[src/core_ctrl_pkg.sv]
`default_nettype none

package core_ctrl_pkg;

    // ALU operation codes
    typedef enum logic [3:0] {
        alu_add  = 4'b0000,
        alu_sub  = 4'b0001,
        alu_and  = 4'b0010,
        alu_or   = 4'b0011,
        alu_xor  = 4'b0100,
        alu_sltu = 4'b1001,
        alu_slt  = 4'b1010,
        alu_sll  = 4'b1101,
        alu_srl  = 4'b1110,
        alu_sra  = 4'b1111
    } alu_op_t;

    // Data memory geometry
    localparam int dmem_words     = 256;
    localparam int dmem_addr_bits = $clog2(dmem_words);

    // Fetch starts here after reset
    localparam logic [31:0] reset_pc = 32'h0000_0000;

endpackage

`default_nettype wire

[src/riscv_isa_pkg.sv]
`default_nettype none

package riscv_isa_pkg;

    localparam int xlen          = 32;
    localparam int reg_addr_bits = 5;

    typedef logic [xlen-1:0]          word_t;
    typedef logic [reg_addr_bits-1:0] reg_addr_t;

    // Field positions in the instruction word
    localparam int opc_lsb    = 0;
    localparam int opc_bits   = 7;
    localparam int rd_lsb     = 7;
    localparam int f3_lsb     = 12;
    localparam int f3_bits    = 3;
    localparam int rs1_lsb    = 15;
    localparam int rs2_lsb    = 20;
    localparam int f7_alt_bit = 30;     // Selects SUB and SRA

    localparam logic [opc_bits-1:0] opc_rtype  = 7'b0110011;
    localparam logic [opc_bits-1:0] opc_itype  = 7'b0010011;
    localparam logic [opc_bits-1:0] opc_load   = 7'b0000011;
    localparam logic [opc_bits-1:0] opc_store  = 7'b0100011;
    localparam logic [opc_bits-1:0] opc_branch = 7'b1100011;

    // ALU funct3, shared by register and immediate forms
    localparam logic [f3_bits-1:0] f3_add_sub = 3'b000;
    localparam logic [f3_bits-1:0] f3_sll     = 3'b001;
    localparam logic [f3_bits-1:0] f3_slt     = 3'b010;
    localparam logic [f3_bits-1:0] f3_sltu    = 3'b011;
    localparam logic [f3_bits-1:0] f3_xor     = 3'b100;
    localparam logic [f3_bits-1:0] f3_srl_sra = 3'b101;
    localparam logic [f3_bits-1:0] f3_or      = 3'b110;
    localparam logic [f3_bits-1:0] f3_and     = 3'b111;

    // Branch funct3
    localparam logic [f3_bits-1:0] f3_beq  = 3'b000;
    localparam logic [f3_bits-1:0] f3_bne  = 3'b001;
    localparam logic [f3_bits-1:0] f3_blt  = 3'b100;
    localparam logic [f3_bits-1:0] f3_bge  = 3'b101;
    localparam logic [f3_bits-1:0] f3_bltu = 3'b110;
    localparam logic [f3_bits-1:0] f3_bgeu = 3'b111;

endpackage

`default_nettype wire

[src/pc_unit.sv]
`default_nettype none

module pc_unit (
    input  wire                  clk,
    input  wire                  rst,
    input  riscv_isa_pkg::word_t imm,
    input  wire                  branch,
    input  wire                  branch_when_zero,
    input  wire                  alu_zero,
    output riscv_isa_pkg::word_t pc
);
    import riscv_isa_pkg::*;
    import core_ctrl_pkg::*;

    word_t pc_plus4;
    word_t pc_target;
    logic  taken;

    assign pc_plus4  = pc + 32'd4;
    assign pc_target = pc + imm;        // B immediate already has bit 0 clear

    // Flag polarity carries the funct3 decision
    assign taken = branch && (alu_zero == branch_when_zero);

    always_ff @(posedge clk) begin
        if (rst) begin
            pc <= reset_pc;
        end else begin
            pc <= taken ? pc_target : pc_plus4;
        end
    end

endmodule

`default_nettype wire

[config.mk]
export PLATFORM = sky130hd
export DESIGN_NAME = pc_unit
export DESIGN_NICKNAME = d
export VERILOG_FILES = /design/src/core_ctrl_pkg.sv /design/src/riscv_isa_pkg.sv /design/src/pc_unit.sv
export SDC_FILE = /design/constraint.sdc
export NUM_CORES = 1
export LEC_CHECK = 0
export ABC_CLOCK_PERIOD_IN_PS = 3150
export BUFFER_PORTS_ARGS = -buffer_cell sky130_fd_sc_hd__buf_2
export CAP_MARGIN = 5
export CORE_MARGIN = 8
export CORE_UTILIZATION = 56
export DETAILED_ROUTE_END_ITERATION = 8
export GPL_ROUTABILITY_DRIVEN = 0
export PLACE_DENSITY = 0.82
export SLEW_MARGIN = 15
export SYNTH_ARGS = -nofsm -noshare
export SYNTH_HDL_FRONTEND = slang
export SYNTH_SLANG_ARGS = --single-unit
export TNS_END_PERCENT = 20
[constraint.sdc]
create_clock -name clk -period 3.15 [get_ports clk]
set_input_delay 0.63 -clock clk [delete_from_list [all_inputs] [get_ports clk]]
set_output_delay 0.63 -clock clk [all_outputs]
set_load 0.01 [all_outputs]
* Word-level counts from Yosys, hierarchy flattened
Cells that the tools add are included. Widths: inputs -> output; s select.
Storage, ports and cells: input port bits 37, logic and storage cells 6, output and inout bits 32, flip-flop bits (word level) 32
Cells by class: reduce and logical (&&, ||, !) cells 1, eq/ne operators 1, multiplexer cells 1, $add $sub $neg 2
Operator list (count):
- $add 32x3->32 const B | 1
- $add 32x32->32 | 1
- $mux 32 | 1
- $eq 1x1->1 | 1
- $logic_and 1x1->1 | 1

* Longest topological paths before layout
depth in word-level cells 3, mapped depth 11, depth with buffers taken out 11

* Worst setup path before layout
OpenSTA, ideal clock, no wires.
path type input-to-reg, from input port imm[0], to register pc[28], cell stages on the path 11, path buffers 0, setup time 0.088 ns, required time 3.062 ns, slack 0.430 ns, arrival 2.632 ns, cell sequence ha_1 -> inv_1 -> fa_1 -> and2b_1 -> o2111ai_2 -> a21oi_2 -> nor3_2 -> o31ai_4 -> nor4_1 -> a41o_1 -> o32ai_2
On the way: cells in the longest elaborated chain, start to end 2
Ends and longest elaborated chain:
- start: declaration | RTL line pc_unit.sv:6 | input riscv_isa_pkg::word_t imm,
- $add 32x32->32 | RTL line pc_unit.sv:20 | assign pc_target = pc + imm;
- $mux 32 | RTL line pc_unit.sv:29 | pc <= taken ? pc_target : pc_plus4;
- end signal: assignment | RTL line pc_unit.sv:27 | pc <= reset_pc;
- end signal: assignment | RTL line pc_unit.sv:29
- end: declaration | RTL line pc_unit.sv:10 | output riscv_isa_pkg::word_t pc
Every way passes these cells. A chain may end at the register's enable or synchronous reset.

* Final worst setup path
Same ends and word-level chain as after synthesis.

==> results.md <==
* Clock sinks at 32
* Worst slew pin tran at a little under 600 ps
* CORE AREA at roughly 5500 um^2
* Final core utilization at 0.6773
* Top Ports at 69
* Crit path kind: in -> reg
* Initial antenna violation count at 0
* Maximum fanout along the worst path at 5
* Share of post-route cells with drive strength above 1 at 0.2068
* Dpl hpwl at 6934 um
* CTS tree: built
* Final Hold Fails at 0
* Critical Path RT at ~3400 ps
* PD cells at around 430 nW/um^2
* Fmax at 370.3 MHz
* Hold slack at 476.6 ps
* Cells on Worst Hold Path at 2
* Detailed Routing Iterations Pass 1 at 4
* Fin Clk Skew at 6.181 ps
* Endpoints failing setup at 0
* PostCTS Resize Cnt at 0
* WL per Instance at 16.55 um
* Type of destination of the critical path: flip-flop
* Syn nets at 481
* Average size of a mapped cell at between 7 and 8 um^2
* Max Slew Vio Count at 0
* Largest register FFs at 32
* Largest net degree at the start of global routing at 32
* Root Buffer: clkbuf_8
* Die Y at 92.10 um
* Fillers at 481
* Residual DRC at 0
* Synthesized area at 3243 um^2
* N_diodes at 0
* Crit share post-route at 0.8573
* Number of max-cap violations at 0
* Hold-fix buffers, CTS at 0
* Initial core utilization at 0.5854
* Post-synthesis sequential area ratio at 0.1975
* Max-slew headroom at 0.5999
* Maximum VDD drop at 0.3220 mV
* Ys async rst share at 0
* Routed wire length at 9039 um
* RSZ-0062 raised after global routing: no
* Min cycle time layout at 2700 ps
* Cells after synthesis at ~400
* Synth Warn # at 0
* Post-CTS Setup Bufs at 0
* Worst skew pair latency at 290 ps
* Synthesized flop and latch total at 32
* Number of global-route vias before repair at 3217
* Reg clk slew, reported paths at approximately 70 ps
* Area grow syn2layout at 15.70%
* First-pass GRT wire length at about 15000 um
* Setup TNS at 0 ps
* Num rows at 27
* Cell variety after synth at 61
* H-tree Lvls at 2
* Port Buffers at 68
* Die area at 8482 um^2
* CTS buffer count at 5
* Die width at 92.10 um
* Gr ovfl total at 0
* CP Launch Type: primary input
* Arr. time, crit path at 2910 ps
* Outcome: complete, no violations
* CTS Buffer Depth at 2
* Biggest regs: pc (32)
* Detailed Route Iter0 Violations at roughly 170
* HP Class: reg -> reg
* Largest Register: pc
* GRT Overall Usage at 0.2035
* Post-route antenna net violation count at 0
* Post-synth EDFFs at 0
* Vias per cell at roughly 6.2
* Synth Flop Type: dfxtp_1
* Final net count at approximately 540
* Via count of the routed design at 3360
* Reg2Reg Depth at 11
* Leak at approximately 1.7 nW
-- worst max-delay path: stages --
cell	delay, ps
buf_2	80
ha_1	180
inv_1	70
fa_1	390
and2b_1	240
o2111ai_2	140
a21oi_2	220
nor3_2	80
o31ai_4	330
nor4_1	90
a41o_1	220
o32ai_2	230
-- layout by cell type, fill, tap and decap left out, types with 10 or more instances in the layout --
master    synthesis  routed
a211oi_1         21      21
a21o_1           16      16
a21oi_1          39      39
buf_2             5      68
dfxtp_1          32      32
ha_1             32      32
inv_1            10      10
nand2_1          32      32
nand3_1          19      19
nor2_1           32      32
o21ai_0          14      14
xnor2_1          31      31
xor2_1           22      22
-- power breakdown --
group          internal, W  switching [W]  total (W)
Combinational     0.000288       0.000386   0.000674
Clock             0.000279       0.000163   0.000443
Sequential        0.000448      0.0000630   0.000511
Total              0.00102       0.000613    0.00163
-- metrics by stage --
stage / instance area, um^2 / cells / setup WS (ps) / total power, W
4_1_cts: 3752 / 546 / 452.4 / 0.001629
6_report: 3752 / 546 / 449.6 / 0.001628
5_1_grt: 3752 / 546 / 237.4 / 0.001720
3_5_place_dp: 3626 / 538 / 149.7 / 0.001180
3_3_place_gp: 3626 / 538 / 199.8 / 0.001164
2_1_floorplan: 3243 / 411 / 430.3 / 0.001004
-- path summary, 6_finish.rpt --
check	start	end	slack, ps
worst max-delay path	imm[0]	pc[28]	450
worst min register to register	pc[0]	pc[0]	480
worst max register to register	pc[0]	pc[28]	510
worst min-delay path	pc[0]	pc[0]	480
-- kinds of logic after synthesis --
kind of cell | share of synthesized area
flip-flops | 0.1975
AO/OA/AOI/OAI | 0.2751
multiplexers | 0.003087
adder cells (fa/ha/maj) | 0.1296
AND/OR/NAND/NOR | 0.2137
XOR/XNOR | 0.1431
buffers and inverters | 0.03781
-- Yosys cell counts (2+ instances only) --
cell	number	share of area
a31oi_1	2	0.0039
ha_1	32	0.12
nand2_1	32	0.037
inv_1	10	0.012
nand2b_1	4	0.0077
nor3_1	8	0.012
o21ai_0	14	0.022
o22ai_1	4	0.0077
and3_1	9	0.017
and4_1	4	0.011
o2111ai_1	2	0.0054
nor2_1	32	0.037
or2_2	2	0.0039
xnor2_1	31	0.084
o21bai_1	3	0.0069
a21oi_2	2	0.0054
nor4_1	4	0.0077
buf_2	5	0.0077
nand4_1	8	0.015
a22oi_1	2	0.0046
nor4b_1	2	0.0054
a21o_1	16	0.037
a41oi_1	4	0.011
a211oi_1	21	0.049
a21oi_1	39	0.060
dfxtp_1	32	0.20
clkbuf_1	9	0.010
xor2_1	22	0.059
nand3_1	19	0.029
and2_1	4	0.0077
buf_4	3	0.0069
-- per-layer routing --
layer	part of all wire	vias to the layer above	GRT usage
li1	-	1647	-
met1	0.43	1561	0.2433
met2	0.47	124	0.3421
met3	0.067	28	0.03830
met4	0.027	0	0.09664
met5	0	-	0
-- cell type report --
| class | count | area [um^2] | share of cell area |
|---|---|---|---|
| clock buffer | 7 | 96.34 | 0.02568 |
| sequential | 32 | 640.6 | 0.1707 |
| clock inverter | 1 | 30.03 | 0.008003 |
| tap | 72 | 90.09 | 0.02401 |
| inverter | 10 | 37.54 | 0.01000 |
| timing repair buffer | 73 | 377.9 | 0.1007 |
| multi-input combinational | 351 | 2480 | 0.6609 |
Note: power is estimated with default switching activity, not from simulation.
