[src/riscv_isa_pkg.sv]
`default_nettype none

package riscv_isa_pkg;

    localparam int xlen          = 32;
    localparam int reg_addr_bits = 5;

    typedef logic [xlen-1:0]          word_t;
    typedef logic [reg_addr_bits-1:0] reg_addr_t;

    // Field positions in the instruction word
    localparam int opc_lsb    = 0;
    localparam int opc_bits   = 7;
    localparam int rd_lsb     = 7;
    localparam int f3_lsb     = 12;
    localparam int f3_bits    = 3;
    localparam int rs1_lsb    = 15;
    localparam int rs2_lsb    = 20;
    localparam int f7_alt_bit = 30;     // Selects SUB and SRA

    localparam logic [opc_bits-1:0] opc_rtype  = 7'b0110011;
    localparam logic [opc_bits-1:0] opc_itype  = 7'b0010011;
    localparam logic [opc_bits-1:0] opc_load   = 7'b0000011;
    localparam logic [opc_bits-1:0] opc_store  = 7'b0100011;
    localparam logic [opc_bits-1:0] opc_branch = 7'b1100011;

    // ALU funct3, shared by register and immediate forms
    localparam logic [f3_bits-1:0] f3_add_sub = 3'b000;
    localparam logic [f3_bits-1:0] f3_sll     = 3'b001;
    localparam logic [f3_bits-1:0] f3_slt     = 3'b010;
    localparam logic [f3_bits-1:0] f3_sltu    = 3'b011;
    localparam logic [f3_bits-1:0] f3_xor     = 3'b100;
    localparam logic [f3_bits-1:0] f3_srl_sra = 3'b101;
    localparam logic [f3_bits-1:0] f3_or      = 3'b110;
    localparam logic [f3_bits-1:0] f3_and     = 3'b111;

    // Branch funct3
    localparam logic [f3_bits-1:0] f3_beq  = 3'b000;
    localparam logic [f3_bits-1:0] f3_bne  = 3'b001;
    localparam logic [f3_bits-1:0] f3_blt  = 3'b100;
    localparam logic [f3_bits-1:0] f3_bge  = 3'b101;
    localparam logic [f3_bits-1:0] f3_bltu = 3'b110;
    localparam logic [f3_bits-1:0] f3_bgeu = 3'b111;

endpackage

`default_nettype wire

[src/register_file.sv]
`default_nettype none

module register_file (
    input  wire                       clk,
    input  riscv_isa_pkg::reg_addr_t  rs1_addr,
    input  riscv_isa_pkg::reg_addr_t  rs2_addr,
    input  riscv_isa_pkg::reg_addr_t  rd_addr,
    input  riscv_isa_pkg::word_t      rd_data,
    input  wire                       write_en,
    output riscv_isa_pkg::word_t      rs1_data,
    output riscv_isa_pkg::word_t      rs2_data
);
    import riscv_isa_pkg::*;

    localparam int num_regs = 2 ** reg_addr_bits;

    word_t regs [num_regs];

    // x0 is never written
    always_ff @(posedge clk) begin
        if (write_en && rd_addr != '0) begin
            regs[rd_addr] <= rd_data;
        end
    end

    // Combinational reads, x0 forced to zero
    assign rs1_data = (rs1_addr == '0) ? '0 : regs[rs1_addr];
    assign rs2_data = (rs2_addr == '0) ? '0 : regs[rs2_addr];

endmodule

`default_nettype wire

[config.mk]
export PLATFORM = sky130hd
export DESIGN_NAME = register_file
export DESIGN_NICKNAME = d
export VERILOG_FILES = /design/src/riscv_isa_pkg.sv /design/src/register_file.sv
export SDC_FILE = /design/constraint.sdc
export NUM_CORES = 1
export LEC_CHECK = 0
export BUFFER_PORTS_ARGS = -buffer_cell sky130_fd_sc_hd__buf_2
export CAP_MARGIN = 20
export CORE_ASPECT_RATIO = 0.6
export CORE_MARGIN = 10
export CORE_UTILIZATION = 55
export DETAILED_ROUTE_END_ITERATION = 7
export PLACE_DENSITY_LB_ADDON = 0.1
export SYNTH_ARGS = -nofsm -noshare
export SYNTH_HDL_FRONTEND = slang
export SYNTH_SLANG_ARGS = --single-unit
[constraint.sdc]
create_clock -name clk -period 2.9 [get_ports clk]
set_input_delay 0.145 -clock clk [delete_from_list [all_inputs] [get_ports clk]]
set_output_delay 0.145 -clock clk [all_outputs]
set_load 0.01 [all_outputs]
# --- Yosys cells after proc, flatten, opt, wreduce, memory -nomap -nowiden ---
# Memories as Yosys holds them, arrays and structs flattened.
# Index checks and enable logic that the tools add are counted.
totals:
  ff_bits: 0
  latchBits: 0
  ramBits: 1024
  romBits: 0
  input_bits: 49
  output_inout_bits: 64
  elab_cells: 9
  memories: 1
classes:
  add_sub_neg: 0
  multipliers: 0
  div: 0
  magnitude_cmp: 0
  eq_ne: 0
  n_shift: 0
  muxes: 4
  bitwise_logic: 0
  n_reduce_logical: 4
memory_table:
  columns: ["name", "depth", "word_bits", "rd", "rd_ports_with_merged_regs", "write_ports", "line", "rtl"]
  rows:
  - ["regs", 32, 32, 2, 0, 1, "register_file.sv:17", "word_t regs [num_regs];"]
ops:
  columns: ["op", "n"]
  rows:
  - ["$mux W32", 2]
  - ["$logic_not A5 Y1", 2]
  - ["$reduce_bool A5 Y1", 1]
  - ["$mux W1", 2]
  - ["$logic_and A1 B1 Y1", 1]

# --- Logic depth before layout (Yosys ltp) ---
# Gate-level depths: netlist (run 1).
depth:
  word_depth: 4
  depth_mapped: 8
  ltp_nobuf: 4

# --- Worst setup path before layout (run 1) ---
# No wires, ideal clock.
synth_path:
  path_type: "in2reg"
  from: "input port rd_addr[1]"
  to: "memory regs[12][0] (netlist name), enable pin"
  setup_ns: 0.421
  arrival_ns: 2.144
  required_ns: 2.479
  slack_ns: 0.335
  path_stages: 3
  path_cell_list: "or3b_2 clkbuf_1 nor2_1"
synth_via:
  elab_chain_cells: 4
synth_lines:
  columns: ["element", "line", "rtl"]
  rows:
  - ["start, declared", "register_file.sv:7", "input riscv_isa_pkg::reg_addr_t rd_addr,"]
  - ["$reduce_bool A5 Y1", "register_file.sv:21", "if (write_en && rd_addr != '0) begin"]
  - ["$logic_and A1 B1 Y1", "register_file.sv:21", null]
  - ["$mux W1", "register_file.sv:21", null]
  - ["$mux W1 (not written as such)", "register_file.sv:22", "regs[rd_addr] <= rd_data;"]
  - ["end, declared", "register_file.sv:17", null]
# Parallel ways exist; a longest one is shown, timed or not.

==> impl_metrics.env, run 1 <==
export IMPL_ys_ff_latch=1024
export IMPL_first_pass_iters=8
export IMPL_syn_inst=2564
export IMPL_start_util_pct=55.7
export IMPL_hold_viol_final=0
export IMPL_drc=0
export IMPL_clockRootBuffer="clkbuf_16"
export IMPL_num_rows=83
export IMPL_grt_max_degree=48
export IMPL_max_stage_delay_ns=0.51
export IMPL_synthTopCellsByArea="edfxtp_1 64%, mux4_2 14%, mux2i_1 6.7%"
export IMPL_critical_path_class="reg -> out"
export IMPL_drv_slew=0
export IMPL_largest_register_ffs=1024
export IMPL_drtAntennaViolNets=0
export IMPL_dp_hpwl_mm=93.7
export IMPL_pin_count=113
export IMPL_antenna_found_initial=5
export IMPL_hold_depth=4
export IMPL_clk_pin_slew_ns=0.06
export IMPL_yosys_most_used_dff="edfxtp_1"
export IMPL_holdWs_ns=0.196
export IMPL_synthToLayoutAreaGrowth_pct=14.1
export IMPL_cts_sinks=1024
export IMPL_cp_slowest_cell="mux4_1"
export IMPL_htree_levels=3
export IMPL_switchingPower_mw=7.41
export IMPL_cts_resized=0
export IMPL_drt_iter0_drc=4421
export IMPL_final_util_pct=63.6
export IMPL_layout_drive_gt1_share_pct=30.2
export IMPL_yosysMostFrequentCell="edfxtp_1"
export IMPL_yosysTopAreaCellShare_pct=64.2
export IMPL_nets=2874
export IMPL_io_buffers=112
export IMPL_die_h_um=249
export IMPL_synth_largest_area_cell="edfxtp_1"
export IMPL_finalSetupViolations=0
export IMPL_crit_chain="mux4_1, mux2_2, a221oi_1, a211oi_1, buf_2"
export IMPL_cts_tree="yes"
export IMPL_routed_wirelength_mm=159
export IMPL_clkPwrFrac_pct=37.9
export IMPL_p_sw_share_pct=23.2
export IMPL_design_core_area_um2=86000
export IMPL_fp_dieArea_um2=99700
export IMPL_tightest_slew_ns=0.936
export IMPL_fin_area_um2=54700
export IMPL_crit_fanout=2
export IMPL_crit_buf_inv=1
export IMPL_hold_path_class="in -> reg"
export IMPL_crit_family="multiplexers"
export IMPL_numCtsBuffers=93
export IMPL_placed_cell_area_um2=51500
export IMPL_period_needed_ns=2.80
export IMPL_post_cts_buffers=0
export IMPL_ctsHoldBuffers=32
export IMPL_vdd_drop_max_uv=556
export IMPL_cp_data_required_time_ns=2.76
export IMPL_num_vias=30300
export IMPL_fin_setup_tns_ns=0
export IMPL_syn_area_per_cell_um2=18.7
export IMPL_place_gp_congestion=0.850
export IMPL_crit_arrival_ns=2.66
export IMPL_synth_warnings=0
export IMPL_comb_power_share_pct=10.0
export IMPL_seqPwrFrac_pct=52.1
export IMPL_p_per_area_nw_per_um2=583
export IMPL_max_slew_margin_pct=37.5
export IMPL_fmax_mhz=357
export IMPL_grt_ovfl_total=0
export IMPL_syn_area_um2=47900
export IMPL_p_total_mw=31.9
export IMPL_async_flop_share_pct=0
export IMPL_synth_edf_count=1024
export IMPL_ys_top_cells_by_count="1,024 x edfxtp_1, 320 x mux2i_1, 298 x mux4_2"
export IMPL_cts_buffer_depth=3
export IMPL_status="complete, no violations"
export IMPL_first_global_vias=29300
export IMPL_end_kind="output port"
export IMPL_synth_distinct_cells=38
export IMPL_maxCapViolations=0
export IMPL_leakagePower_nw=18.2
export IMPL_top_regs="regs: 1024 flops"
export IMPL_fin_crit_sh_pct=96.6
export IMPL_largest_register="regs"
export IMPL_grt_total_usage_pct=31.2
export IMPL_yosysSeqAreaShare_pct=64.2
export IMPL_rsz0062_at_grt="false"
export IMPL_detail_route_wl_per_cell_um=39.4
export IMPL_cp_depth=5
export IMPL_die_w_um=401
export IMPL_grt_pass1_wl_mm=224
export IMPL_viasPerCell=7.50
export IMPL_intPower_mw=24.5
export IMPL_critPathLaunchType="register"
stage by stage:
stage	setup WS, ns	cells
after floorplan	0.335	2595
after global placement	0.278	3845
final	0.0984	4040
after global routing	0.0373	4039
after CTS	0.0630	4039
after detailed placement	0.267	3845
cell type report:
class	instances	area [um^2]
fillers	5918	31300
flip-flops and latches	1024	30700
multi-input cells	1353	16400
repair buffers	351	3180
clock buffers	115	2450
well taps	1147	1440
clock inverters	47	422
inverters	2	8.76
diodes	1	2.50
path summary, 6_finish.rpt:
| check | startpoint | endpoint | slack [ns] |
|---|---|---|---|
| min | write_en | regs[18][14]$_DFFE_PP_ | 0.20 |
| max | regs[26][22]$_DFFE_PP_ | rs2_data[22] | 0.1 |
cells by family after synthesis:
kind of cell           count (synthesis)  synth area share, %
AOI/OAI and AO/OA                    375                 6.09
and+or+nand+nor                      210                 2.17
other                                  1              0.00782
muxes                                736                 25.1
DFF                                 1024                 64.2
buffers and inverters                218                 2.44
routing by layer:
metal	share of wire (%)	vias up	GRT usage, %
li1	-	11600	-
met4	4.0	6	11.0
met5	0.021	-	0
met2	43	2620	45.2
met1	38	15700	44.4
met3	14	404	9.84
power groups by stage:
stage,sequential (mW),clock [mW],combinational [mW]
2_1_floorplan,16.9,0,1.75
3_3_place_gp,16.9,0,3.04
3_5_place_dp,16.9,0,3.08
4_1_cts,16.6,12.2,3.13
5_1_grt,16.6,12.8,3.30
6_report,16.6,12.1,3.18
placed cells by master, fill, tap and decap left out, drive strengths merged:
master / instances
nand3b: 6
nand3: 2
inv: 2
clkbuf: 115
bufinv: 8
o21ai: 55
nand2: 83
mux2i: 320
and3: 1
nand4: 32
a211oi: 64
a21oi: 32
o2111ai: 9
a311oi: 32
clkinv: 37
o221ai: 64
nand2b: 1
or3b: 5
and2: 2
nor2: 37
mux2: 64
diode: 1
mux4: 352
edfxtp: 1024
buf: 319
clkinvlp: 2
or4: 1
nor2b: 37
or2: 1
dlygate4sd3: 32
conb: 32
a221oi: 55
a22oi: 64
or3: 2
(Power assumes the default switching activity.)
==> inputs of run 2 (changes only) <==
--- a/config.mk
+++ b/config.mk
@@ -7,7 +7,6 @@
 export LEC_CHECK = 0
 export BUFFER_PORTS_ARGS = -buffer_cell sky130_fd_sc_hd__buf_2
 export CAP_MARGIN = 20
-export CORE_ASPECT_RATIO = 0.6
 export CORE_MARGIN = 10
 export CORE_UTILIZATION = 55
 export DETAILED_ROUTE_END_ITERATION = 7
==> impl_metrics.env, run 2 (synthesis gave the netlist of run 1 again) <==
export IMPL_status="complete, no violations"
export IMPL_synthToLayoutAreaGrowth_pct=14.9
export IMPL_cp_data_required_time_ns=2.76
export IMPL_fmax_mhz=362
export IMPL_hold_path_class="in -> reg"
export IMPL_critPathLaunchType="register"
export IMPL_fin_setup_tns_ns=0
export IMPL_antenna_found_initial=2
export IMPL_htree_levels=3
export IMPL_design_core_area_um2=86600
export IMPL_dp_slack_ns=0.309
export IMPL_mostFrequentLayoutCell="edfxtp_1"
export IMPL_largest_register_ffs=1024
export IMPL_cts_sinks=1024
export IMPL_crit_chain="mux4_1, mux2_2, a221oi_1, a211oi_1, buf_4, buf_2"
export IMPL_place_gp_congestion=0.852
export IMPL_crit_buf_inv=2
export IMPL_start_util_pct=55.3
export IMPL_leakagePower_nw=18.3
export IMPL_critical_path_class="reg -> out"
export IMPL_crit_fanout=2
export IMPL_fin_crit_sh_pct=95.2
export IMPL_cp_slowest_cell="mux4_1"
export IMPL_fp_dieArea_um2=99400
export IMPL_hold_viol_final=0
export IMPL_max_slew_margin_pct=30.1
export IMPL_drc=0
export IMPL_grt_pass1_wl_mm=214
export IMPL_crit_arrival_ns=2.62
export IMPL_io_buffers=112
export IMPL_period_needed_ns=2.76
export IMPL_end_kind="output port"
export IMPL_layout_drive_gt1_share_pct=29.6
export IMPL_layout_common_cells="1,024 x edfxtp_1, 320 x mux2i_1, 298 x mux4_2"
export IMPL_num_vias=29400
export IMPL_drt_iter0_drc=4438
export IMPL_nets=2831
export IMPL_viasPerCell=7.31
export IMPL_numCtsBuffers=106
export IMPL_first_global_vias=29500
export IMPL_placed_cell_area_um2=51200
export IMPL_setup_slack_ns=0.138
export IMPL_drv_slew=0
export IMPL_detail_route_wl_per_cell_um=37.5
export IMPL_p_per_area_nw_per_um2=611
export IMPL_cts_tree="yes"
export IMPL_grt_total_usage_pct=30.1
export IMPL_routed_wirelength_mm=151
export IMPL_vdd_drop_max_uv=510
export IMPL_rsz0062_at_grt="false"
export IMPL_first_pass_iters=5
export IMPL_top_regs="regs: 1024 flops"
export IMPL_die_w_um=315
export IMPL_fin_area_um2=55100
export IMPL_cts_buffer_depth=3
export IMPL_grt_ovfl_total=0
export IMPL_maxCapViolations=0
export IMPL_fillCellCount=6017
export IMPL_crit_family="multiplexers"
export IMPL_clockRootBuffer="clkbuf_16"
export IMPL_largest_register="regs"
export IMPL_clk_pin_slew_ns=0.06
export IMPL_drtAntennaViolNets=0
export IMPL_grt_max_degree=69
export IMPL_die_h_um=315
export IMPL_tightest_slew_ns=1.05
export IMPL_dp_hpwl_mm=83.4
export IMPL_max_stage_delay_ns=0.52
export IMPL_num_rows=108
export IMPL_pin_count=113
export IMPL_finalSetupViolations=0
[run 2: metrics by stage]
step / instances / power (mW) / utilization (%) / hold slack [ns]
floorplan: 2595 / 18.6 / - / 0.244
global placement: 3797 / 19.8 / 59.1 / 0.617
detailed placement: 3797 / 19.9 / 59.1 / 0.631
CTS: 4023 / 33.7 / 63.6 / 0.241
global route: 4023 / 34.6 / 63.6 / 0.277
finish: 4024 / 33.6 / 63.6 / 0.278
[run 2: timing repair]
item                      in CTS  in global routing
gates resized for setup        0                  0
hold endpoints to repair    1024                  0
buffers inserted               0                  0
hold buffers                  32                  0
[run 2: final cells by class]
class / instances / area (um^2) / area share (%)
Sequential cell: 1024 / 30700 / 55.8
Multi-Input combinational cell: 1353 / 16400 / 29.8
Timing Repair Buffer: 295 / 2860 / 5.19
Clock buffer: 128 / 2840 / 5.16
Tap cell: 1155 / 1450 / 2.62
Clock inverter: 66 / 729 / 1.32
Inverter: 2 / 8.76 / 0.0159
Antenna cell: 1 / 2.50 / 0.00454
[run 2: final timing paths]
path                               start                     end  slack [ns]  cells after the start
hold / removal                rd_addr[0]  regs[17][20]$_DFFE_PP_        0.28                      4
setup / recovery  regs[27][31]$_DFFE_PP_            rs2_data[31]        0.14                      6
[run 2: per-layer routing]
metal,track usage (%),wire [um],vias up
li1,-,-,11500
met1,41.4,56300,15500
met2,47.6,71500,2132
met3,6.58,17700,305
met4,10.1,5190,2
met5,0,11,-
[run 2: report_power, final]
part	total (mW)	internal (mW)	switching, mW
sequential	16.6	16.5	0.0981
clock	14.0	8.35	5.63
combinational	3.05	1.24	1.81
