## src/core_ctrl_pkg.sv

```systemverilog
`default_nettype none

package core_ctrl_pkg;

    // ALU operation codes
    typedef enum logic [3:0] {
        alu_add  = 4'b0000,
        alu_sub  = 4'b0001,
        alu_and  = 4'b0010,
        alu_or   = 4'b0011,
        alu_xor  = 4'b0100,
        alu_sltu = 4'b1001,
        alu_slt  = 4'b1010,
        alu_sll  = 4'b1101,
        alu_srl  = 4'b1110,
        alu_sra  = 4'b1111
    } alu_op_t;

    // Data memory geometry
    localparam int dmem_words     = 256;
    localparam int dmem_addr_bits = $clog2(dmem_words);

    // Fetch starts here after reset
    localparam logic [31:0] reset_pc = 32'h0000_0000;

endpackage

`default_nettype wire

```

## src/riscv_isa_pkg.sv

```systemverilog
`default_nettype none

package riscv_isa_pkg;

    localparam int xlen          = 32;
    localparam int reg_addr_bits = 5;

    typedef logic [xlen-1:0]          word_t;
    typedef logic [reg_addr_bits-1:0] reg_addr_t;

    // Field positions in the instruction word
    localparam int opc_lsb    = 0;
    localparam int opc_bits   = 7;
    localparam int rd_lsb     = 7;
    localparam int f3_lsb     = 12;
    localparam int f3_bits    = 3;
    localparam int rs1_lsb    = 15;
    localparam int rs2_lsb    = 20;
    localparam int f7_alt_bit = 30;     // Selects SUB and SRA

    localparam logic [opc_bits-1:0] opc_rtype  = 7'b0110011;
    localparam logic [opc_bits-1:0] opc_itype  = 7'b0010011;
    localparam logic [opc_bits-1:0] opc_load   = 7'b0000011;
    localparam logic [opc_bits-1:0] opc_store  = 7'b0100011;
    localparam logic [opc_bits-1:0] opc_branch = 7'b1100011;

    // ALU funct3, shared by register and immediate forms
    localparam logic [f3_bits-1:0] f3_add_sub = 3'b000;
    localparam logic [f3_bits-1:0] f3_sll     = 3'b001;
    localparam logic [f3_bits-1:0] f3_slt     = 3'b010;
    localparam logic [f3_bits-1:0] f3_sltu    = 3'b011;
    localparam logic [f3_bits-1:0] f3_xor     = 3'b100;
    localparam logic [f3_bits-1:0] f3_srl_sra = 3'b101;
    localparam logic [f3_bits-1:0] f3_or      = 3'b110;
    localparam logic [f3_bits-1:0] f3_and     = 3'b111;

    // Branch funct3
    localparam logic [f3_bits-1:0] f3_beq  = 3'b000;
    localparam logic [f3_bits-1:0] f3_bne  = 3'b001;
    localparam logic [f3_bits-1:0] f3_blt  = 3'b100;
    localparam logic [f3_bits-1:0] f3_bge  = 3'b101;
    localparam logic [f3_bits-1:0] f3_bltu = 3'b110;
    localparam logic [f3_bits-1:0] f3_bgeu = 3'b111;

endpackage

`default_nettype wire

```

## src/decoder.sv

```systemverilog
`default_nettype none

module decoder (
    input  riscv_isa_pkg::word_t   instr,
    output logic                   reg_write,
    output logic                   mem_write,
    output logic                   mem_to_reg,
    output logic                   alu_src_imm,
    output logic                   branch,
    output logic                   branch_when_zero,
    output core_ctrl_pkg::alu_op_t alu_op,
    output riscv_isa_pkg::word_t   imm
);
    import riscv_isa_pkg::*;
    import core_ctrl_pkg::*;

    logic [opc_bits-1:0] opcode;
    logic [f3_bits-1:0]  funct3;
    logic                alt;
    word_t               imm_i;
    word_t               imm_s;
    word_t               imm_b;
    alu_op_t             arith_op;      // Op for R and I forms

    assign opcode = instr[opc_lsb +: opc_bits];
    assign funct3 = instr[f3_lsb +: f3_bits];
    assign alt    = instr[f7_alt_bit];

    // Sign-extended immediates
    assign imm_i = {{20{instr[31]}}, instr[31:20]};
    assign imm_s = {{20{instr[31]}}, instr[31:25], instr[11:7]};
    assign imm_b = {{19{instr[31]}}, instr[31], instr[7], instr[30:25], instr[11:8], 1'b0};

    always_comb begin
        case (funct3)
            // In ADDI bit 30 belongs to the immediate
            f3_add_sub: arith_op = (alt && opcode == opc_rtype) ? alu_sub : alu_add;
            f3_sll:     arith_op = alu_sll;
            f3_slt:     arith_op = alu_slt;
            f3_sltu:    arith_op = alu_sltu;
            f3_xor:     arith_op = alu_xor;
            f3_srl_sra: arith_op = alt ? alu_sra : alu_srl;
            f3_or:      arith_op = alu_or;
            f3_and:     arith_op = alu_and;
            default:    arith_op = alu_add;
        endcase
    end

    always_comb begin
        reg_write        = 1'b0;
        mem_write        = 1'b0;
        mem_to_reg       = 1'b0;
        alu_src_imm      = 1'b0;
        branch           = 1'b0;
        branch_when_zero = 1'b0;
        alu_op           = alu_add;
        imm              = '0;
        case (opcode)
            opc_rtype: begin
                reg_write = 1'b1;
                alu_op    = arith_op;
            end
            opc_itype: begin
                reg_write   = 1'b1;
                alu_src_imm = 1'b1;
                alu_op      = arith_op;
                imm         = imm_i;
            end
            opc_load: begin
                reg_write   = 1'b1;
                mem_to_reg  = 1'b1;
                alu_src_imm = 1'b1;     // Address is rs1 + offset
                imm         = imm_i;
            end
            opc_store: begin
                mem_write   = 1'b1;
                alu_src_imm = 1'b1;
                imm         = imm_s;
            end
            opc_branch: begin
                imm    = imm_b;
                branch = 1'b1;
                case (funct3)
                    f3_beq:  {alu_op, branch_when_zero} = {alu_sub, 1'b1};
                    f3_bne:  {alu_op, branch_when_zero} = {alu_sub, 1'b0};
                    f3_blt:  {alu_op, branch_when_zero} = {alu_slt, 1'b0};
                    f3_bge:  {alu_op, branch_when_zero} = {alu_slt, 1'b1};
                    f3_bltu: {alu_op, branch_when_zero} = {alu_sltu, 1'b0};
                    f3_bgeu: {alu_op, branch_when_zero} = {alu_sltu, 1'b1};
                    default: branch = 1'b0;     // Reserved funct3, no branch
                endcase
            end
            default: ;      // Unknown opcode acts as a no-op
        endcase
    end

endmodule

`default_nettype wire

```

## config.mk

```make
export PLATFORM = sky130hd
export DESIGN_NAME = decoder
export DESIGN_NICKNAME = d
export VERILOG_FILES = /design/src/core_ctrl_pkg.sv /design/src/riscv_isa_pkg.sv /design/src/decoder.sv
export SDC_FILE = /design/constraint.sdc
export NUM_CORES = 1
export LEC_CHECK = 0
export BUFFER_PORTS_ARGS = -buffer_cell sky130_fd_sc_hd__buf_2
export CORE_MARGIN = 5
export CORE_UTILIZATION = 31
export DETAILED_ROUTE_END_ITERATION = 7
export PLACE_DENSITY_LB_ADDON = 0.1
export REMOVE_ABC_BUFFERS = 1
export SLEW_MARGIN = 20
export SYNTH_ARGS = -nofsm -noshare
export SYNTH_HDL_FRONTEND = slang
export SYNTH_SLANG_ARGS = --single-unit
```

## constraint.sdc

```tcl
create_clock -name vclk -period 2.4
set_input_delay 0.36 -clock vclk [all_inputs]
set_output_delay 0.36 -clock vclk [all_outputs]
set_load 0.01 [all_outputs]
```

# Word level (Yosys, flattened, before mapping)
# Cells that the tools add are included.
# word_totals
register_bits	0
input_bits	32
wordCells	37
out_inout_bits	42
# op_classes
eq_ne	12
reduce_logical	11
muxes	14
# ops
op	n
32-bit one-hot mux with 3 select lines	1
4-bit one-hot mux with 8 select lines	1
7-bit by 6-bit == test with 1-bit output (second input constant)	2
3-bit == test (second input constant)	4
4-bit one-hot mux with 3 select lines	1
1-bit 2-to-1 mux	10
2-bit OR reduction	5
3-bit OR reduction	3
4-bit one-hot mux with 2 select lines	1
7-bit by 2-bit == test with 1-bit output (second input constant)	1
7-bit by 5-bit == test with 1-bit output (second input constant)	1
7-bit == test (second input constant)	1
3-bit by 2-bit == test with 1-bit output (second input constant)	2
6-bit OR reduction	1
3-bit by 1-bit == test with 1-bit output (second input constant)	1
3-bit zero test	1
1-bit logical AND	1

# Depth between registers and ports, before layout
# Gate-level depths: netlist (run 1).
# depth
ltp_word	5
depth_mapped	5

# Worst setup path after synthesis (run 1)
# Ideal clock, no wire load.
# synth_path
kind	input to output
start	input instr[2]
end	output imm[13]
path_buffers	1
t_arrival_ns	2.053
path_stages	5
slack_ns	-0.013
required_ns	2.040
cell_sequence	nand4bb_4 > nor3_2 > nor2_2 > nor2b_1 > buf_4
# synth_between
elab_chain_len	3
word_cells_on_any_way	6
classes_between	4 x eq/ne; 1 x mux; 1 x reduce/logical
# synth_rtl
element	line	text
start: declaration	decoder.sv:4	input riscv_isa_pkg::word_t instr,
7-bit by 2-bit == test with 1-bit output / 7-bit by 5-bit == test with 1-bit output (equally long branches)	decoder.sv:58	case (opcode)
2-bit OR reduction (no source line)	-	
32-bit one-hot mux with 3 select lines *	decoder.sv:58	
end: declaration	decoder.sv:12	output riscv_isa_pkg::word_t imm
# Mark *: on every way between the ends. The rest lies on a longest branch, timed or not.

# Final worst setup path (run 1)
# layout_path
start	input instr[2]
end	output imm[30]
# The elaborated chain is that of the path after synthesis.

==> impl_metrics.tcl, run 1 <==
set metrics [dict create \
    n_fill_cell 161 \
    final.period_utilization_pct 83.65 \
    seq_area_sq_um 0 \
    drive_gt1_share_pct 66.10 \
    p_comb_share_pct 100.0 \
    status "completed" \
    cpMostUsedCell "buf_2" \
    critPathTopFamily "simple AND/OR/NAND/NOR gates" \
    ys_warn_count 0 \
    die_w_um 49.42 \
    rsz0062_at_grt "no" \
    synth_area_sq_um 481.7 \
    drtPass1Iterations 4 \
    place_congestion 0.7229 \
    initial_core_util_pct 32.35 \
    min_from "instr[8]" \
    pwr_density_cell_nw_per_um2 93.91 \
    worstHoldPathType "in2out" \
    grt_pass1_vias 572 \
    max_stage_delay_ps 330 \
    min_to "imm[1]" \
    vias 620 \
    boundaryPins 74 \
    seq_cell_count 0 \
    drc 0 \
    ys_top_cells_by_area "buf_4 (30%), nor2b_1 (12%), a22o_1 (7.3%)" \
    rows 14 \
    ant_nets 0 \
    yosysTopAreaCell "buf_4" \
    synth_xor_area_share_pct 1.818 \
    swShare_pct 49.24 \
    overflow 0 \
    synth.distinct_cells 25 \
    yosys.area.top_type_share_pct 29.61 \
    clock_power_share_pct 0 \
    cp_max_fo 20 \
    routed_wl_mm 1.577 \
    layout_min_cycle_time_ps 2008 \
    slew_viol_final 0 \
    die_area_sq_um 2442 \
    p_seq_share_pct 0 \
    synth_top_family_by_area "simple AND/OR/NAND/NOR gates" \
    die_h_um 49.42 \
    ir_drop_v 0.00004422 \
    finalSetupViolCount 0 \
    critPathArrivalTime_ps 1650 \
    crit_cells 7 \
    yosys.area_share.simple_pct 38.96 \
    synth-seq-area-share_pct 0 \
    crit_path_end_kind "output pin" \
    stdcell_count 134 \
    hold_buffers 0 \
    crit_type "in2out" \
    power.leakage_uw 0.0004542 \
    p_int_uw 33.70 \
    max_freq_mhz 498.1 \
    start_kind "primary input" \
    p_sw_uw 32.69 \
    nClkBuffers 0 \
    io_buffers 69 \
    viasPerCell 4.627 \
    synth_area_per_cell_sq_um 7.084 \
    cp_cell_sequence "buf_2 -> nand4bb_4 -> nor3_2 -> nor2_2 -> nor2b_1 -> buf_4 -> buf_2" \
    slew_headroom_pct 74.50 \
    worst_hold_slack_ps 1018 \
    drv_cap 0 \
    path_buf_inv 3 \
    synthCells 68 \
    grt_use_total_pct 11.90 \
    post-cts-setup-buffer-count 0 \
    slowest_stage "nor3_2" \
    synth_compound_area_share_pct 22.86 \
    core_sq_um 1489 \
    dpl.hpwl_mm 1.375 \
    hold_viol 0 \
    nNetsFinal 152 \
    cp.required_ps 2040 \
    synth_fa_ha_area_share_pct 0 \
    antenna_found_initial 0 \
    cts.repair.resized 0 \
    n_antenna_cell 0 \
    synth_mux_area_share_pct 4.156 \
    drt_iter0_drc 1 \
    utilization_pct 47.48 \
    grt_pass1_wl_mm 2.539 \
    wl_per_cell_um 11.77 \
    worst_slew_pin_slew_ps 380.4 \
    grt_start_max_net_pins 21 \
    hold_depth 3 \
    area_growth_pct 46.75 \
    dpl.cell_count 134 \
]
cells in the final DEF, fill, tap and decap left out:
cell type / netlist / final
nor2b_1: 9 / 9
nor2_1: 8 / 8
o31ai_2: 1 / 1
mux2i_1: 2 / 2
and2_1: 1 / 1
o211ai_1: 1 / 1
inv_1: 2 / 2
o31a_1: 1 / 1
a21oi_2: 1 / 1
nand4bb_4: 1 / 1
nand2_2: 1 / 1
nand2b_1: 1 / 1
a32o_1: 1 / 1
nor2_4: 1 / 1
nor2_2: 1 / 1
nor3_1: 3 / 3
buf_2: 1 / 69
nor3_2: 1 / 1
buf_4: 19 / 1
a22o_1: 4 / 4
or2_4: 1 / 1
a21oi_1: 3 / 3
nand2_1: 1 / 1
o22ai_1: 2 / 2
xor2_1: 1 / 1
power by group through the flow:
stage	sequential, uW	combinational [uW]	clock [uW]
CTS	0	67.2	0
global route	0	74.2	0
floorplan	0	27.2	0
detailed placement	0	66.9	0
finish	0	66.4	0
global placement	0	65.8	0
final cells by class:
type / count / area [sq um] / share of cell area, %
timing repair buffer: 70 / 352.8 / 49.91
multi-input combinational: 46 / 326.6 / 46.19
tap: 16 / 20.02 / 2.832
inverter: 2 / 7.507 / 1.062
how the worst max path moves through the flow:
stage / endpoint / startpoint
4_1_cts: imm[28] / instr[2]
6_report: imm[30] / instr[2]
5_1_grt: imm[31] / instr[2]
3_3_place_gp: imm[30] / instr[2]
2_1_floorplan: imm[12] / instr[2]
3_5_place_dp: imm[28] / instr[2]
per-layer routing:
layer / part of all wire (%) / GRT usage, %
met1: 34 / 12.73
met2: 47 / 21.67
met3: 19 / 5.199
met4: 0 / 1.747
met5: 0 / 0
per-stage QoR:
| stage | TNS [ps] | power, uW | setup slack, ps | area [sq um] |
|---|---|---|---|---|
| finish | 0 | 66.39 | 392.4 | 706.9 |
| global route | 0 | 74.19 | 173.6 | 706.9 |
| CTS | 0 | 67.15 | 332.5 | 706.9 |
| global placement | 0 | 65.85 | 383.0 | 706.9 |
| floorplan | -31500 | 27.19 | -1575 | 334.1 |
| detailed placement | 0 | 66.91 | 336.2 | 706.9 |
logic make-up (layout without fill, tap and decap cells):
| group | after synthesis | after routing |
|---|---|---|
| compound gates | 14 | 14 |
| xor+xnor | 1 | 1 |
| buf+inv | 22 | 72 |
| mux | 2 | 2 |
| simple gates | 29 | 29 |
synth_stat cells:
cell type and instances:
a21oi_2 1, o31a_1 1, a32o_1 1, o211ai_1 1, and2_1 1, buf_2 1, a21oi_1 3, nor2b_1 9
nor3_2 1, nand2_2 1, a22o_1 4, nor2_2 1, nor3_1 3, o31ai_2 1, nand4bb_4 1, o22ai_1 2
nand2b_1 1, buf_4 19, or2_4 1, nor2_4 1, nor2_1 8, xor2_1 1, inv_1 2, mux2i_1 2
nand2_1 1
Note: power is estimated with default switching activity, not from simulation.
==> inputs of run 2 (changes only) <==
==> constraint.sdc (replaced) <==
create_clock -name vclk -period 1.87
set_input_delay 0.2805 -clock vclk [all_inputs]
set_output_delay 0.2805 -clock vclk [all_outputs]
set_load 0.01 [all_outputs]
==> impl_metrics.tcl, run 2 (same netlist as run 1, synthesis figures left out) <==
set metrics [dict create \
    core_sq_um 1489 \
    initial_core_util_pct 32.35 \
    worst_slew_pin_slew_ps 255.6 \
    drt_iter0_drc 5 \
    power.leakage_uw 0.0004596 \
    io_buffers 69 \
    drtPass1Iterations 2 \
    die_w_um 49.42 \
    max_stage_delay_ps 250 \
    drive_gt1_share_pct 66.39 \
    worstHoldPathType "in2out" \
    grt_use_total_pct 11.28 \
    cp.required_ps 1590 \
    min_from "instr[8]" \
    seq_area_sq_um 0 \
    pwr_density_cell_nw_per_um2 119.4 \
    place_area_sq_um 714.4 \
    antenna_found_initial 0 \
    slowest_stage "nand4bb_4" \
    die_h_um 49.42 \
    rsz0062_at_grt "no" \
    status "completed" \
    place_congestion 0.6974 \
    routed_wl_mm 1.533 \
    setup_tns_ps 0 \
    final.period_utilization_pct 91.81 \
    nClkBuffers 0 \
    layout_commonest_cell "buf_2" \
    grt_pass1_wl_mm 2.435 \
    wl_per_cell_um 11.36 \
    finalSetupViolCount 0 \
    overflow 0 \
    critPathArrivalTime_ps 1440 \
    layout_common_cells "buf_2 (69), nor2b_1 (9), nor2_1 (8)" \
    area_growth_pct 48.31 \
    grt_pass1_vias 549 \
    grt_start_max_net_pins 21 \
    ir_drop_v 0.00005800 \
    hold_buffers 0 \
    viasPerCell 4.659 \
    n_fill_cell 166 \
    slew_viol_final 0 \
    boundaryPins 74 \
    start_kind "primary input" \
    crit_type "in2out" \
    cp_cell_sequence "buf_2 -> nand4bb_4 -> nor2_4 -> nor2_2 -> nor2b_1 -> buf_4 -> buf_2" \
    hold_viol 0 \
    dpl.hpwl_mm 1.350 \
    cpMostUsedCell "buf_2" \
    slew_headroom_pct 82.94 \
    rows 14 \
    cp_max_fo 20 \
    seq_cell_count 0 \
    max_freq_mhz 582.5 \
    crit_path_end_kind "output pin" \
    ant_nets 0 \
    multi_input_area_sq_um 326.6 \
    drv_cap 0 \
    n_antenna_cell 0 \
    vias 629 \
    layout_min_cycle_time_ps 1717 \
    nNetsFinal 153 \
    die_area_sq_um 2442 \
    stdcell_area_sq_um 714.4 \
    critical_path.startpoint "instr[2]" \
    drc 0 \
    cts.repair.resized 0 \
    post-cts-setup-buffer-count 0 \
]
==> run 2: cell count changes in the layout (fill, tap and decap cells not counted), sizes merged <==
cell  before  now
buf       70   71
==> run 2: per-layer routing <==
layer	track usage (%)	vias up	wire length, um
met5	0	-	0
met4	0.8734	0	0
met3	4.281	0	280
met2	20.17	43	706
met1	13.09	265	546
li1	-	321	-
==> run 2: cell type report <==
class,instances,share of cell area [%]
inverter,2,1.051
multi-input combinational,46,45.71
tap,16,2.802
timing repair buffer,71,50.44
==> run 2: stage by stage <==
| stage | instances | worst slack, ps | util (%) | power, uW | hold WS [ps] |
|---|---|---|---|---|---|
| 2_1_floorplan | 48 | -1946 | - | 34.90 | 611.7 |
| 5_1_grt | 135 | 22.37 | 47.98 | 94.54 | 881.2 |
| 3_5_place_dp | 135 | 134.8 | 47.98 | 86.21 | 862.5 |
| 3_3_place_gp | 135 | 162.9 | 47.98 | 84.78 | 862.0 |
| 6_report | 135 | 153.2 | 47.98 | 85.29 | 858.1 |
| 4_1_cts | 135 | 133.7 | 47.98 | 86.38 | 863.0 |
==> run 2: critical path: cells and delay by family <==
family,cells,cell delay [ps]
buffers and inverters,3,440
AND/OR/NAND/NOR,4,710
==> run 2: worst paths after layout <==
path	endpoint	cells past startpoint
setup / recovery	imm[26]	7
hold / removal	imm[1]	3
==> run 2: power by group <==
| group | total [uW] | leakage (uW) | internal [uW] | switching, uW |
|---|---|---|---|---|
| Sequential | 0 | 0 | 0 | 0 |
| Clock | 0 | 0 | 0 | 0 |
| Combinational | 85.3 | 0.000460 | 43.5 | 41.8 |
